--- src/common/sse_pkg.sv ---
// Defaults only. Every stage takes PIXEL_WIDTH and BLOCK_SIZE as parameters from the top level
package sse_pkg;

    // --------------------
    // Default geometry
    // --------------------

    // Bits per pixel, unsigned samples
    parameter int DEF_PIXEL_WIDTH = 8;

    // Block edge, also the lane count and row count. Must be a power of two
    parameter int DEF_BLOCK_SIZE = 16;

    // --------------------
    // Shared types
    // --------------------

    // SSE of a whole block, or the sum of one row
    typedef logic [31:0] sse_t;

    // Candidate number within one search
    typedef logic [7:0] cand_idx_t;

    // Row issue machine
    typedef enum logic {
        SEQ_IDLE,
        SEQ_ISSUE
    } seq_state_t;

endpackage

--- src/sse/block_accumulator.sv ---
// Row sums of one block must arrive with sum_last on the final row; sse holds until the next done
`timescale 1ns/1ns

module block_accumulator (
    input  logic          clk,
    input  logic          rst_n,
    input  logic          sum_valid,
    input  logic          sum_last,
    input  sse_pkg::sse_t row_sum,
    output sse_pkg::sse_t sse,
    output logic          done
);
    import sse_pkg::*;

    sse_t acc;
    logic first_row;
    logic last_q;

    // --------------------
    // Running total
    // --------------------

    always_ff @(posedge clk or negedge rst_n) begin
        if (!rst_n) begin
            acc       <= '0;
            first_row <= 1'b1;
            last_q    <= 1'b0;
        end else begin
            last_q <= sum_valid & sum_last;
            if (sum_valid) begin
                acc       <= (first_row ? '0 : acc) + row_sum;
                first_row <= sum_last;
            end
        end
    end

    // --------------------
    // Result register
    // --------------------

    // acc may already take the next block's first row in this same cycle
    always_ff @(posedge clk or negedge rst_n) begin
        if (!rst_n) begin
            sse  <= '0;
            done <= 1'b0;
        end else begin
            done <= last_q;
            if (last_q) begin
                sse <= acc;
            end
        end
    end

endmodule

--- config.mk ---
export PLATFORM = sky130hd
export DESIGN_NAME = block_accumulator
export DESIGN_NICKNAME = d
export VERILOG_FILES = /design/src/common/sse_pkg.sv /design/src/sse/block_accumulator.sv
export SDC_FILE = /design/constraint.sdc
export NUM_CORES = 1
export LEC_CHECK = 0
export ABC_AREA = 1
export CAP_MARGIN = 20
export CORE_ASPECT_RATIO = 1.1
export CORE_MARGIN = 2
export CORE_UTILIZATION = 60
export DETAILED_ROUTE_END_ITERATION = 12
export DONT_BUFFER_PORTS = 1
export GPL_TIMING_DRIVEN = 0
export PLACE_DENSITY = 0.76
export SKIP_CTS_REPAIR_TIMING = 1
export SYNTH_ARGS = -nofsm -noshare
export SYNTH_HDL_FRONTEND = slang
export SYNTH_SLANG_ARGS = --single-unit
--- constraint.sdc ---
create_clock -name clk -period 3.35 [get_ports clk]
set_input_delay 0.335 -clock clk [delete_from_list [all_inputs] [get_ports clk]]
set_output_delay 0.335 -clock clk [all_outputs]
set_load 0.03 [all_outputs]
==> metrics.txt <==
vias per inst=between 5 and 6; sw power=around 0.0019 W; vias in the first global route=approximately 4600; Worst Path Arrival=roughly 3.2 ns; ranking of synthesized cells by area=dfrtp_1, nand2_1, inv_1, nor2_1, ha_1; fillers=roughly 760; die area=roughly 0.0090 sq mm; max cap viols=0; clk_lat worst skew=about 0.34 ns; Flop pwr share=36.9%; cell area after synthesis=~0.0050 sq mm; CTS tree=built; slew at the pin closest to its max-slew limit=0.509 ns; Tcrit/Tclk final=approximately 89%; die height=99.4 um; clk slew on worst S/H paths=approximately 0.070 ns; total track usage=30.4%; synth warn=0; area fraction of the dominant cell type after synthesis=33.3%; Mapped Avg Cell Area=roughly 6.3 sq um; setup violators final=0; Final Hold Vio Count=0; layout cells sized above 1=between 3 and 4%; Clock Path Buffers=2; critical path launch point=first_row; global route total overflow=0; H-Tree Depth=3; WS Path Type=reg2reg; Net Count, Synth=approximately 850; GPL Wtd Cong=between 0.9 and 1; Post-DP HPWL=roughly 11000 um; total CTS buffers=9; CTS Root Cell=clkbuf_8; crit path launch type=register; status=completed; Most used DFF post-synth=dfrtp_1; Horiz. Die Dim=roughly 91 um; Clock Skew=0.00477 ns; Design Area, Final=roughly 0.0053 sq mm; most common cell after layout, fill and taps aside=nand2_1; Post-Synthesis Cells=between 700 and 800; Worst Hold Class=in2reg; EDFF count, synth=0; largest net degree at the start of global routing=between 60 and 70; Pint=0.00210 W; PD cells=746 mW/mm^2; RSZ-0062 raised after global routing=false; # IOs=69; placed instance area=about 0.0051 sq mm; final slew viol count=0; Hold Crit Start=sum_last; reg-to-reg startpoint=first_row; Total Nets Final=865; Layout area overhead=7.66%; vias=between 4000 and 5000; clock sinks=67; multi-input logic area=~0.0027 sq mm; global-route wire length before repair=21400 um; Routed WL=13300 um; initial antenna violation count=0; row count=34; ys async rst share=100%; crit-path max FO=10; Netlist cell types=29; combinational power share=approximately 45%; Synth Register Bits=67; drt wl/cell=14.6 um; Rel. slew slack=between 60% and 70%; critical path required time=between 3 and 4 ns; antenna-violating nets left=0; Highest Clock Rate=about 340 MHz; switch share=47.3%; Core ar.=between 0.007 and 0.008 sq mm; TNS Setup=0 ns; sequential fraction of the synthesis area=between 30 and 40%; post-route minimum period=between 2 and 3 ns; Leakage=~3 nW; FF/Latch Area=roughly 0.0017 sq mm; Crit. End Element=register; diode count=0; Iter 0 DRT Violations=approximately 300; worst vdd ir=492 uV; Clk network pwr share=between 10% and 20%; Initial Util=between 60% and 70%; most frequent cells in the layout=nand2_1, inv_1, nor2_1; Port Buffer Count=0; largest area contributor in the netlist=dfrtp_1; TritonRoute pass-1 iters=5; # DRC=0
final timing paths:
check | endpoint | slack [ns] | cells past startpoint
worst max register to register | acc[28] | 0.38 | 12
max in group asynchronous | first_row | 2.51 | 2
min in group asynchronous | acc[4] | 0.52 | 2
worst min-delay path | last_q | 0.12 | 2
worst max-delay path | acc[28] | 0.38 | 12
worst min register to register | done | 0.37 | 0
per-layer routing:
metal  track usage (%)  up-vias  share of wire (%)
li1                  -     2411                  -
met4              16.3        0                5.8
met1              32.8     2185                 39
met5                 0        -                  0
met2              55.3      144                 51
met3              7.12       50                4.7
per-stage QoR:
| step | total power (W) | std cells | hold WS (ns) | utilization (%) | worst slack (ns) |
|---|---|---|---|---|---|
| 5_1_grt | 0.00431 | 910 | 0.116 | 67.2 | 0.176 |
| 3_5_place_dp | 0.00325 | 892 | 0.0410 | 64.1 | 0.485 |
| 3_3_place_gp | 0.00321 | 892 | 0.0410 | 64.1 | 0.548 |
| 6_report | 0.00399 | 910 | 0.116 | 67.2 | 0.376 |
| 4_1_cts | 0.00397 | 908 | -0.331 | 66.7 | 0.462 |
| 2_1_floorplan | 0.00278 | 784 | 0.0394 | - | 1.01 |
cell usage after synthesis, types with 6 or more instances:
cell type  instances
nand2_1          256
clkbuf_1          16
nand2_2            7
nor2_1           106
dfrtp_1           66
inv_1            147
xnor2_1           10
ha_1              31
nand3_1           44
o21ai_1            6
o21ai_0           15
a21oi_1           52
power groups by stage:
stage / combinational [W] / sequential, W / clock, W
after floorplan: 0.00133 / 0.00144 / 0
after global placement: 0.00173 / 0.00148 / 0
after detailed placement: 0.00177 / 0.00149 / 0
after CTS: 0.00178 / 0.00147 / 0.000721
after global routing: 0.00205 / 0.00150 / 0.000757
final: 0.00181 / 0.00147 / 0.000708
flip-flops by register name, summed over array words and instances (netlist names):
signal / cells
sse: 32
done: 1
first_row: 1
acc: 32
last_q: 1
critical path, stage by stage (launching register included):
cell and delay, ns:
dfstp_2 0.59, clkbuf_1 0.40, nor2_1 0.11, ha_1 0.30, fa_1 0.48, nand3_1 0.12, nand3_1 0.19, nand3_1 0.15
nand3_2 0.12, nand2_1 0.14, nand3_1 0.10, nand3_1 0.10, nand2_1 0.06
cells by family (layout without fill, tap and decap cells):
family / after synthesis / after routing / share of synthesized area, %
mux: 1 / 1 / 0.227
flops: 67 / 67 / 33.8
compound gates: 81 / 81 / 8.49
fa+ha+maj: 32 / 32 / 8.22
xor+xnor: 11 / 11 / 1.94
simple gates: 428 / 428 / 34.9
buf+inv: 164 / 182 / 12.4
cell type report:
type / instances / share of cell area, %
Clock buffer: 10 / 2.39
Inverter: 147 / 10.3
Buffer: 17 / 1.22
Clock inverter: 6 / 1.50
Timing Repair Buffer: 2 / 0.702
Tap cell: 108 / 2.53
Sequential cell: 67 / 31.4
Multi-Input combinational cell: 553 / 50.0
(Power assumes the default switching activity.)
