### config.mk
export PLATFORM = sky130hd
export DESIGN_NAME = row_sum_stage
export DESIGN_NICKNAME = d
export VERILOG_FILES = /design/src/common/sse_pkg.sv /design/src/sse/row_sum_stage.sv
export SDC_FILE = /design/constraint.sdc
export NUM_CORES = 1
export LEC_CHECK = 0
export ABC_AREA = 1
export ABC_CLOCK_PERIOD_IN_PS = 800
export BUFFER_PORTS_ARGS = -buffer_cell sky130_fd_sc_hd__buf_2
export CAP_MARGIN = 25
export CORE_ASPECT_RATIO = 1.2
export CORE_MARGIN = 2
export CORE_UTILIZATION = 50
export CTS_CLUSTER_DIAMETER = 120
export CTS_CLUSTER_SIZE = 14
export DETAILED_ROUTE_END_ITERATION = 10
export PLACE_DENSITY = 0.82
export SYNTH_ARGS = -nofsm -noshare
export SYNTH_HDL_FRONTEND = slang
export SYNTH_SLANG_ARGS = --single-unit
### constraint.sdc
create_clock -name clk -period 0.8 [get_ports clk]
set_clock_uncertainty 0.15 [all_clocks]
set_input_delay 0.04 -clock clk [delete_from_list [all_inputs] [get_ports clk]]
set_output_delay 0.04 -clock clk [all_outputs]
set_load 0.1 [all_outputs]
### src/common/sse_pkg.sv
// Defaults only. Every stage takes PIXEL_WIDTH and BLOCK_SIZE as parameters from the top level
package sse_pkg;

    // --------------------
    // Default geometry
    // --------------------

    // Bits per pixel, unsigned samples
    parameter int DEF_PIXEL_WIDTH = 8;

    // Block edge, also the lane count and row count. Must be a power of two
    parameter int DEF_BLOCK_SIZE = 16;

    // --------------------
    // Shared types
    // --------------------

    // SSE of a whole block, or the sum of one row
    typedef logic [31:0] sse_t;

    // Candidate number within one search
    typedef logic [7:0] cand_idx_t;

    // Row issue machine
    typedef enum logic {
        SEQ_IDLE,
        SEQ_ISSUE
    } seq_state_t;

endpackage

### src/sse/row_sum_stage.sv
// BLOCK_SIZE must be a power of two for the heap-ordered adder tree
`timescale 1ns/1ns

module row_sum_stage #(
    parameter int PIXEL_WIDTH = sse_pkg::DEF_PIXEL_WIDTH,
    parameter int BLOCK_SIZE  = sse_pkg::DEF_BLOCK_SIZE
) (
    input  logic                                clk,
    input  logic                                rst_n,
    input  logic                                sq_valid,
    input  logic                                sq_last,
    input  logic [2*PIXEL_WIDTH*BLOCK_SIZE-1:0] sq_lanes,
    output logic                                sum_valid,
    output logic                                sum_last,
    output sse_pkg::sse_t                       row_sum
);
    import sse_pkg::*;

    localparam int SQ_W = 2 * PIXEL_WIDTH;

    // Node k has children 2k and 2k+1, leaves sit at BLOCK_SIZE and up
    sse_t tree [1:2*BLOCK_SIZE-1];

    always_comb begin
        for (int k = 0; k < BLOCK_SIZE; k++) begin
            tree[BLOCK_SIZE+k] = sse_t'(sq_lanes[k*SQ_W +: SQ_W]);
        end
        for (int k = BLOCK_SIZE - 1; k >= 1; k--) begin
            tree[k] = tree[2*k] + tree[2*k+1];
        end
    end

    always_ff @(posedge clk or negedge rst_n) begin
        if (!rst_n) begin
            sum_valid <= 1'b0;
            sum_last  <= 1'b0;
            row_sum   <= '0;
        end else begin
            sum_valid <= sq_valid;
            sum_last  <= sq_last & sq_valid;
            row_sum   <= tree[1];
        end
    end

endmodule

==> qor.yml <==
io_buffer_count: 281
fin_crit_ns: 4.55
cp-end-kind: "flop"
antenna_found_initial: 0
postCtsHoldBufs: 3
worstPathMaxFanout: 3
crit_buf_inv: 7
worstHoldPathType: "in -> reg"
fp.dieW_microns: 116
setup_viol_count_final: 42
violations: "negative hold slack, negative setup slack"
placed_area_sq_mm: 0.00986
finalNonFillerCells: 1319
cts-root-buf: "clkbuf_16"
drc: 0
avgSynthCellArea_sq_um: 9.32
whs_ns: -0.125
first_iter_violations: 208
final_cell_area_sq_mm: 0.0104
synth_cells: 802
die_h_microns: 138
path_common_cell: "fa_1"
place.gp.congestion: 0.860
io_pins: 294
synth_top_cell_area_share_pct: 58.9
clk_pin_slew_worst_paths_ns: 0.06
netlist_area_sq_mm: 0.00748
rows: 48
critPathKind: "in -> reg"
cts_tree: "done"
ant_nets: 0
yosysWarnings: 0
placed_cells: 1306
grt_setup_unrepaired: "true"
maxCapViolCount: 0
overflow: 0
clk_path_buf_depth: 2
area_growth_pct: 38.6
yosysSeqAreaShare_pct: 7.36
status: "finished, violations left"
synthTopCellsByArea: "fa_1 59%, inv_1 19%, dfrtp_1 7.4%, ha_1 4.9%, nand2_1 3.3%"
initial_core_util_pct: 51.5
fin_crit_sh_pct: 569
drv_slew: 0
crit_family: "adder cells"
wl_microns: 19600
fillers: 1037
drive_gt1_share_pct: 38.2
fmax_mhz: 220
holdPathStages: 2
viasPerCell: 4.51
diodes: 0
cts.htree.levels: 1
cp-start-kind: "input port"
grt_pass1_wl_microns: 28900
crit_cells: 18
final_hold_viol_count: 2
slowest_delay_ns: 0.59
grt_max_degree: 23
cts_buffers: 3
slowest_stage: "fa_1"
yosys.cell_types.count: 21
core_sq_mm: 0.0145
clock_sinks: 22
crit_path_cell_trace: "buf_2, inv_1, fa_1, inv_1, fa_1, fa_1, fa_1, fa_1, inv_1, fa_1, inv_2, ha_4, fa_2, nand3_2, nand2_4, buf_4, buf_6, xor2_1"
ys_ff_latch: 22
hpwl_microns: 16000
grt_use_total_pct: 23.0
drt_pre_antenna_iters: 4
routedWlPerCell_microns: 14.8
nets: 1629
crit_required_ns: 0.80
yosys.area.top_type: "fa_1"
critPathArrivalTime_ns: 4.55
fin_ws_ns: -3.75
first_global_vias: 6759
dieArea_sq_mm: 0.0160
vias: 5952
## synth_stat cells
cell type    n
nor2_1      17
nand3_1     15
fa_1       220
nand3_2      1
o21ai_0      5
ha_1        29
o21ai_1      1
inv_2        2
buf_4       12
inv_1      377
and2_1       2
a21oi_2      2
xnor2_1      1
conb_1       1
a21oi_1     14
xor2_1       7
nor3_1       2
nor2_2       2
nand2_2      4
nand2_1     66
dfrtp_1     22
## layout by cell type, fill, tap and decap left out
cell and count:
nand2_1 46, nor2_4 1, nor3_1 2, nor2_2 4, a21oi_4 3, nand2_2 17, buf_4 25, clkbuf_16 3
ha_4 16, inv_4 1, inv_2 22, inv_1 356, xor2_1 6, buf_6 15, dlygate4sd3_1 3, a21oi_1 7
nand3_1 8, nand2_4 7, fa_1 216, bufinv_16 1, dfrtp_4 22, o21ai_0 3, a21oi_2 6, nand3_4 1
buf_12 23, nand3_2 7, and2_1 2, o21ai_1 3, fa_2 4, ha_1 13, conb_1 12, xnor2_1 1
buf_2 248, xor2_2 1, nor2_1 14
## final timing paths
path,end,slack [ns],start
hold / removal,row_sum[0],-0.12,sq_lanes[240]
max in group asynchronous,row_sum[19],0.25,rst_n
setup / recovery,row_sum[6],-3.75,sq_lanes[66]
min in group asynchronous,row_sum[7],0.09,rst_n
## metrics by stage
| step | hold slack (ns) | setup WS, ns | setup TNS (ns) | utilization [%] |
|---|---|---|---|---|
| 6_report | -0.125 | -3.75 | -75.00 | 71.3 |
| 2_1_floorplan | -0.406 | -3.61 | -64.67 | - |
| 3_3_place_gp | -0.162 | -3.85 | -70.94 | 67.9 |
| 3_5_place_dp | -0.162 | -3.87 | -71.35 | 67.9 |
| 4_1_cts | -0.128 | -3.57 | -72.07 | 69.4 |
| 5_1_grt | -0.120 | -3.92 | -77.95 | 71.3 |
## registers in the layout, summed over array words and instances (netlist names)
| register | flops |
|---|---|
| sum_valid | 1 |
| sum_last | 1 |
| row_sum | 20 |
## logic make-up (layout without fill, tap and decap cells)
family / count (synthesis) / after routing / synth area share (%)
buf+inv: 391 / 697 / 20.2
fa+ha+maj: 249 / 249 / 63.7
simple gates: 109 / 109 / 6.11
compound gates: 22 / 22 / 1.57
flops: 22 / 22 / 7.36
xor+xnor: 8 / 8 / 0.937
other cells: 1 / 12 / 0.0501
## timing repair
action	4_1_cts	5_1_grt
endpoints found under the setup margin	42	42
endpoints found under the hold margin	25	2
resized for setup	24	59
setup buffers	1	6
pin swaps	19	40
## layer usage
layer	vias to the layer above	share of wire [%]	GRT usage, %
met3	60	7.4	3.32
met5	-	0	0
met4	0	4.0	6.81
li1	2707	-	-
met2	261	59	48.7
met1	2924	30	22.3
## cell type report
type	instances	area, sq um	share of cell area, %
multi-input combinational	400	5860	56.6
timing repair buffer	314	2090	20.1
inverter	379	1430	13.7
sequential	22	633	6.11
tap	200	250	2.41
clock buffer	3	75.1	0.724
clock inverter	1	30.0	0.290
Power is left out: the tool's default activity adds up to more than one toggle a clock period on the data nets, which glitch-free logic cannot reach.
