`config.mk`:
```
export PLATFORM = sky130hd
export DESIGN_NAME = best_match_select
export DESIGN_NICKNAME = d
export VERILOG_FILES = /design/src/common/sse_pkg.sv /design/src/source/best_match_select.sv
export SDC_FILE = /design/constraint.sdc
export NUM_CORES = 1
export LEC_CHECK = 0
export BUFFER_PORTS_ARGS = -buffer_cell sky130_fd_sc_hd__buf_2
export CAP_MARGIN = 30
export CORE_MARGIN = 3
export CORE_UTILIZATION = 25
export DETAILED_ROUTE_END_ITERATION = 10
export GPL_ROUTABILITY_DRIVEN = 0
export GPL_TIMING_DRIVEN = 0
export HOLD_SLACK_MARGIN = 0.08
export SYNTH_ARGS = -nofsm -noshare
export SYNTH_HDL_FRONTEND = slang
export SYNTH_SLANG_ARGS = --single-unit
```
`constraint.sdc`:
```
create_clock -name clk -period 3.04 [get_ports clk]
set_clock_uncertainty 0.2 [all_clocks]
set_input_delay 0.76 -clock clk [delete_from_list [all_inputs] [get_ports clk]]
set_output_delay 0.76 -clock clk [all_outputs]
set_load 0.01 [all_outputs]
```
`src/common/sse_pkg.sv`:
```
// Defaults only. Every stage takes PIXEL_WIDTH and BLOCK_SIZE as parameters from the top level
package sse_pkg;

    // --------------------
    // Default geometry
    // --------------------

    // Bits per pixel, unsigned samples
    parameter int DEF_PIXEL_WIDTH = 8;

    // Block edge, also the lane count and row count. Must be a power of two
    parameter int DEF_BLOCK_SIZE = 16;

    // --------------------
    // Shared types
    // --------------------

    // SSE of a whole block, or the sum of one row
    typedef logic [31:0] sse_t;

    // Candidate number within one search
    typedef logic [7:0] cand_idx_t;

    // Row issue machine
    typedef enum logic {
        SEQ_IDLE,
        SEQ_ISSUE
    } seq_state_t;

endpackage

```
`src/source/best_match_select.sv`:
```
// search_start wins over a done in the same cycle; that candidate is not counted
`timescale 1ns/1ns

module best_match_select (
    input  logic               clk,
    input  logic               rst_n,
    input  logic               search_start,
    input  sse_pkg::sse_t      sse,
    input  logic               done,
    output sse_pkg::sse_t      best_sse,
    output sse_pkg::cand_idx_t best_index,
    output logic               best_valid
);
    import sse_pkg::*;

    cand_idx_t cand_cnt;
    logic      take;

    // Strictly smaller only, so ties keep the earlier candidate
    assign take = done && (!best_valid || (sse < best_sse));

    always_ff @(posedge clk or negedge rst_n) begin
        if (!rst_n) begin
            cand_cnt   <= '0;
            best_sse   <= '0;
            best_index <= '0;
            best_valid <= 1'b0;
        end else if (search_start) begin
            cand_cnt   <= '0;
            best_sse   <= '0;
            best_index <= '0;
            best_valid <= 1'b0;
        end else begin
            if (done) begin
                cand_cnt <= cand_cnt + 1'b1;
            end
            if (take) begin
                best_sse   <= sse;
                best_index <= cand_cnt;
                best_valid <= 1'b1;
            end
        end
    end

endmodule

```
==> impl_metrics.py <==
metrics = {
    "clock_tree": {
        "hold_buffers": 0,
        "clk_latency_ns": 0.29,
        "cts_buffer_depth": 2,
        "clk_pin_slew_worst_paths_ns": 0.07,
        "cts_tree": "done",
        "cts_root_buf": "clkbuf_16",
        "cts_setup_buffers": 0,
        "clock_sinks": 49,
        "cts.htree.levels": 2,
        "cts_buffers": 5,
    },
    "placed_design": {
        "io_buffers": 75,
        "placed_cell_area_sq_um": 3540,
        "dpl.hpwl_um": 6351,
        "dp_cells": 531,
    },
    "setup_path": {
        "crit_arrival_ns": 2.90,
        "worst_setup_path_start_kind": "primary input",
        "crit_type": "primary input to register",
        "crit_required_ns": 3.05,
        "cp-end-kind": "register",
        "crit_fanout": 10,
    },
    "synth": {
        "synth-seq-cells": 49,
        "ys_seq_area_frac": 0.4135,
        "synth_top_area_frac": 0.4135,
        "ys_warn_count": 0,
        "async_reset_ff_frac": 1.000,
        "synth.area.top_cells": "dfrtp_1 41%, ha_1 14%, o31ai_1 8.6%, nand3b_1 4.8%, inv_1 4.2%",
        "synth_area_sq_um": 2965,
        "syn_area_per_cell_sq_um": 9.504,
        "yosysTopAreaCell": "dfrtp_1",
        "syn_inst": 312,
        "synth_fp_nets": 380,
        "synth-edff-count": 0,
        "ys_types": 35,
        "synthFlopType": "dfrtp_1",
    },
    "finish": {
        "final_nets": 463,
        "diodes": 0,
        "n_fill_cell": 1208,
        "drive_gt1_frac": 0.2449,
        "areaGrowthSynthToFinish_pct": 24.35,
        "finalNonFillerCells": 539,
        "multi_input_area_sq_um": 1514,
        "postLayoutCellArea_sq_um": 3687,
        "register_area_sq_um": 1226,
    },
    "run": {
        "max-cap-violations": 0,
    },
    "power_and_ir_drop": {
        "p_int_mw": 1.121,
        "switchingPower_mw": 0.4666,
        "peakVddDrop_uv": 169.8,
        "p_seq_frac": 0.451,
        "p_comb_frac": 0.201,
        "clock_power_share": 0.349,
        "cellPowerDensity_nw_per_um2": 430.6,
        "sw_frac_of_total": 0.2938,
        "power_leakage_nw": 1.816,
    },
    "sta": {
        "slew_violations": 0,
        "fmax_ghz": 0.3465,
        "setup_viol": 0,
        "hold_violations": 0,
        "relSlewSlack": 0.4421,
        "period_needed_ns": 2.886,
        "tightest_slew_ns": 0.8338,
        "fin_crit_sh": 0.9495,
        "rsz0062_at_grt": "false",
    },
    "detailed_routing": {
        "drc": 0,
        "vias_per_cell": 4.842,
        "finalWirelength_um": 8298,
        "wl_per_cell_um": 15.40,
        "vias": 2610,
        "drt_iter0_markers": 153,
        "first_pass_iters": 4,
        "ant_nets": 0,
    },
    "floorplanning": {
        "die_w_um": 114.9,
        "fp.dieH_um": 114.9,
        "die_area_sq_um": 13200,
        "start_util": 0.2575,
        "ios": 77,
        "row_count": 39,
        "core-area_sq_um": 11520,
    },
    "global_route": {
        "track_usage": 0.1299,
        "grt_pass1_vias": 2662,
        "overflow": 0,
        "antenna_found_initial": 0,
        "grt_max_degree": 33,
        "grt_first_pass_wirelength_um": 13580,
    },
    "outcome": {
        "status": "completed",
    },
    "hold_path": {
        "hp-class": "primary input to async pin",
    },
}
synth_stat cells, drive strengths merged, types with 8 or more instances:
library cell  count
dfrtp            49
o31ai            34
inv              33
ha               32
o21ai            28
nand2            22
nand3b           19
a21oi            17
o2bb2ai          12
buf              11
nor2             11
clkbuf           10
nand4             8
cells in the final DEF (no fill, tap or decap), drive strengths merged:
cell type,netlist,final
dfrtp,49,49
clkinv,0,2
xnor2,1,1
nand2b,3,3
buf,11,86
nor3,2,2
mux2i,1,1
o21ai,28,28
a21oi,17,17
nand3,2,2
nor4b,1,1
a221oi,1,1
o22ai,1,1
nor2,11,11
nand4,8,8
inv,33,33
o2bb2ai,12,12
clkbuf,10,17
or2,1,1
a22oi,1,1
nor4,1,1
o31ai,34,34
a2111o,1,1
a31oi,1,1
and3,1,1
or3,2,2
nor2b,1,1
nand3b,19,19
nand2,22,22
a32oi,1,1
xor2,4,4
ha,32,32
layout make-up:
cell class | count | share of cell area
Buffer | 21 | 0.02986
Clock buffer | 6 | 0.03495
Clock inverter | 2 | 0.002715
Inverter | 33 | 0.03359
Multi-Input combinational cell | 209 | 0.4106
Sequential cell | 49 | 0.3325
Tap cell | 143 | 0.04852
Timing Repair Buffer | 76 | 0.1072
stage by stage:
stage / power (mW) / hold WS [ns] / util / TNS [ns] / setup slack (ns)
after floorplan: 0.9095 / 0.2644 / - / 0 / 0.3505
after CTS: 1.619 / 0.2183 / 0.3200 / 0 / 0.06813
after global placement: 1.039 / 0.3105 / 0.3056 / -8.968 / -0.2968
after detailed placement: 1.049 / 0.3097 / 0.3074 / -9.221 / -0.3061
final: 1.588 / 0.2062 / 0.3202 / 0 / 0.1537
after global routing: 1.688 / 0.2390 / 0.3202 / 0 / 0.01152
cell families (layout without fill, tap and decap cells):
family | after synthesis | count (layout) | share of synthesized area
buffers and inverters | 54 | 138 | 0.07806
AND/OR/NAND/NOR | 74 | 74 | 0.1414
AO/OA/AOI/OAI | 97 | 97 | 0.2139
XOR/XNOR | 5 | 5 | 0.01477
multiplexers | 1 | 1 | 0.003376
flip-flops | 49 | 49 | 0.4135
adder cells (fa/ha/maj) | 32 | 32 | 0.1350
metal layers:
| metal | vias up | share of wire | track usage |
|---|---|---|---|
| li1 | 1291 | - | - |
| met1 | 1255 | 0.47 | 0.1794 |
| met2 | 58 | 0.47 | 0.2076 |
| met3 | 6 | 0.048 | 0.02789 |
| met4 | 0 | 0.012 | 0.03286 |
| met5 | - | 0 | 0 |
path summary, 6_finish.rpt:
check | from | depth (start not counted) | slack, ns | end
max in group asynchronous | rst_n | 2 | 1.91 | best_sse[7]$_DFFE_PN0P_
min in group clk | best_index[4]$_DFFE_PN0P_ | 2 | 0.33 | best_index[4]$_DFFE_PN0P_
worst min-delay path | rst_n | 1 | 0.21 | best_sse[26]$_DFFE_PN0P_
worst min register to register | best_index[4]$_DFFE_PN0P_ | 2 | 0.33 | best_index[4]$_DFFE_PN0P_
worst max register to register | best_sse[27]$_DFFE_PN0P_ | 10 | 0.34 | best_sse[30]$_DFFE_PN0P_
worst max-delay path | sse[27] | 10 | 0.15 | best_sse[30]$_DFFE_PN0P_
critical path: stages:
cell and delay [ns]:
buf_2 0.11, ha_1 0.31, nand4_1 0.16, nor4_2 0.37
nand2_1 0.12, a31oi_1 0.28, clkbuf_4 0.30, nor3_4 0.07
buf_2 0.23, o2bb2ai_1 0.17
sequential cells by signal (all words and copies together) (netlist names):
name,cells
best_sse,32
cand_cnt,8
best_valid,1
best_index,8
repair_timing:
item	in CTS	in global routing
setup endpoints to repair	1	4
gates resized for setup	1	1
pin swaps	0	0
endpoints found under the hold margin	0	0
power groups by stage:
stage	Combinational [mW]	Sequential, mW	Clock, mW
finish	0.319	0.716	0.553
global route	0.364	0.720	0.603
CTS	0.324	0.716	0.580
detailed placement	0.321	0.728	0
global placement	0.312	0.727	0
floorplan	0.170	0.739	0
Note: power is estimated with default switching activity, not from simulation.
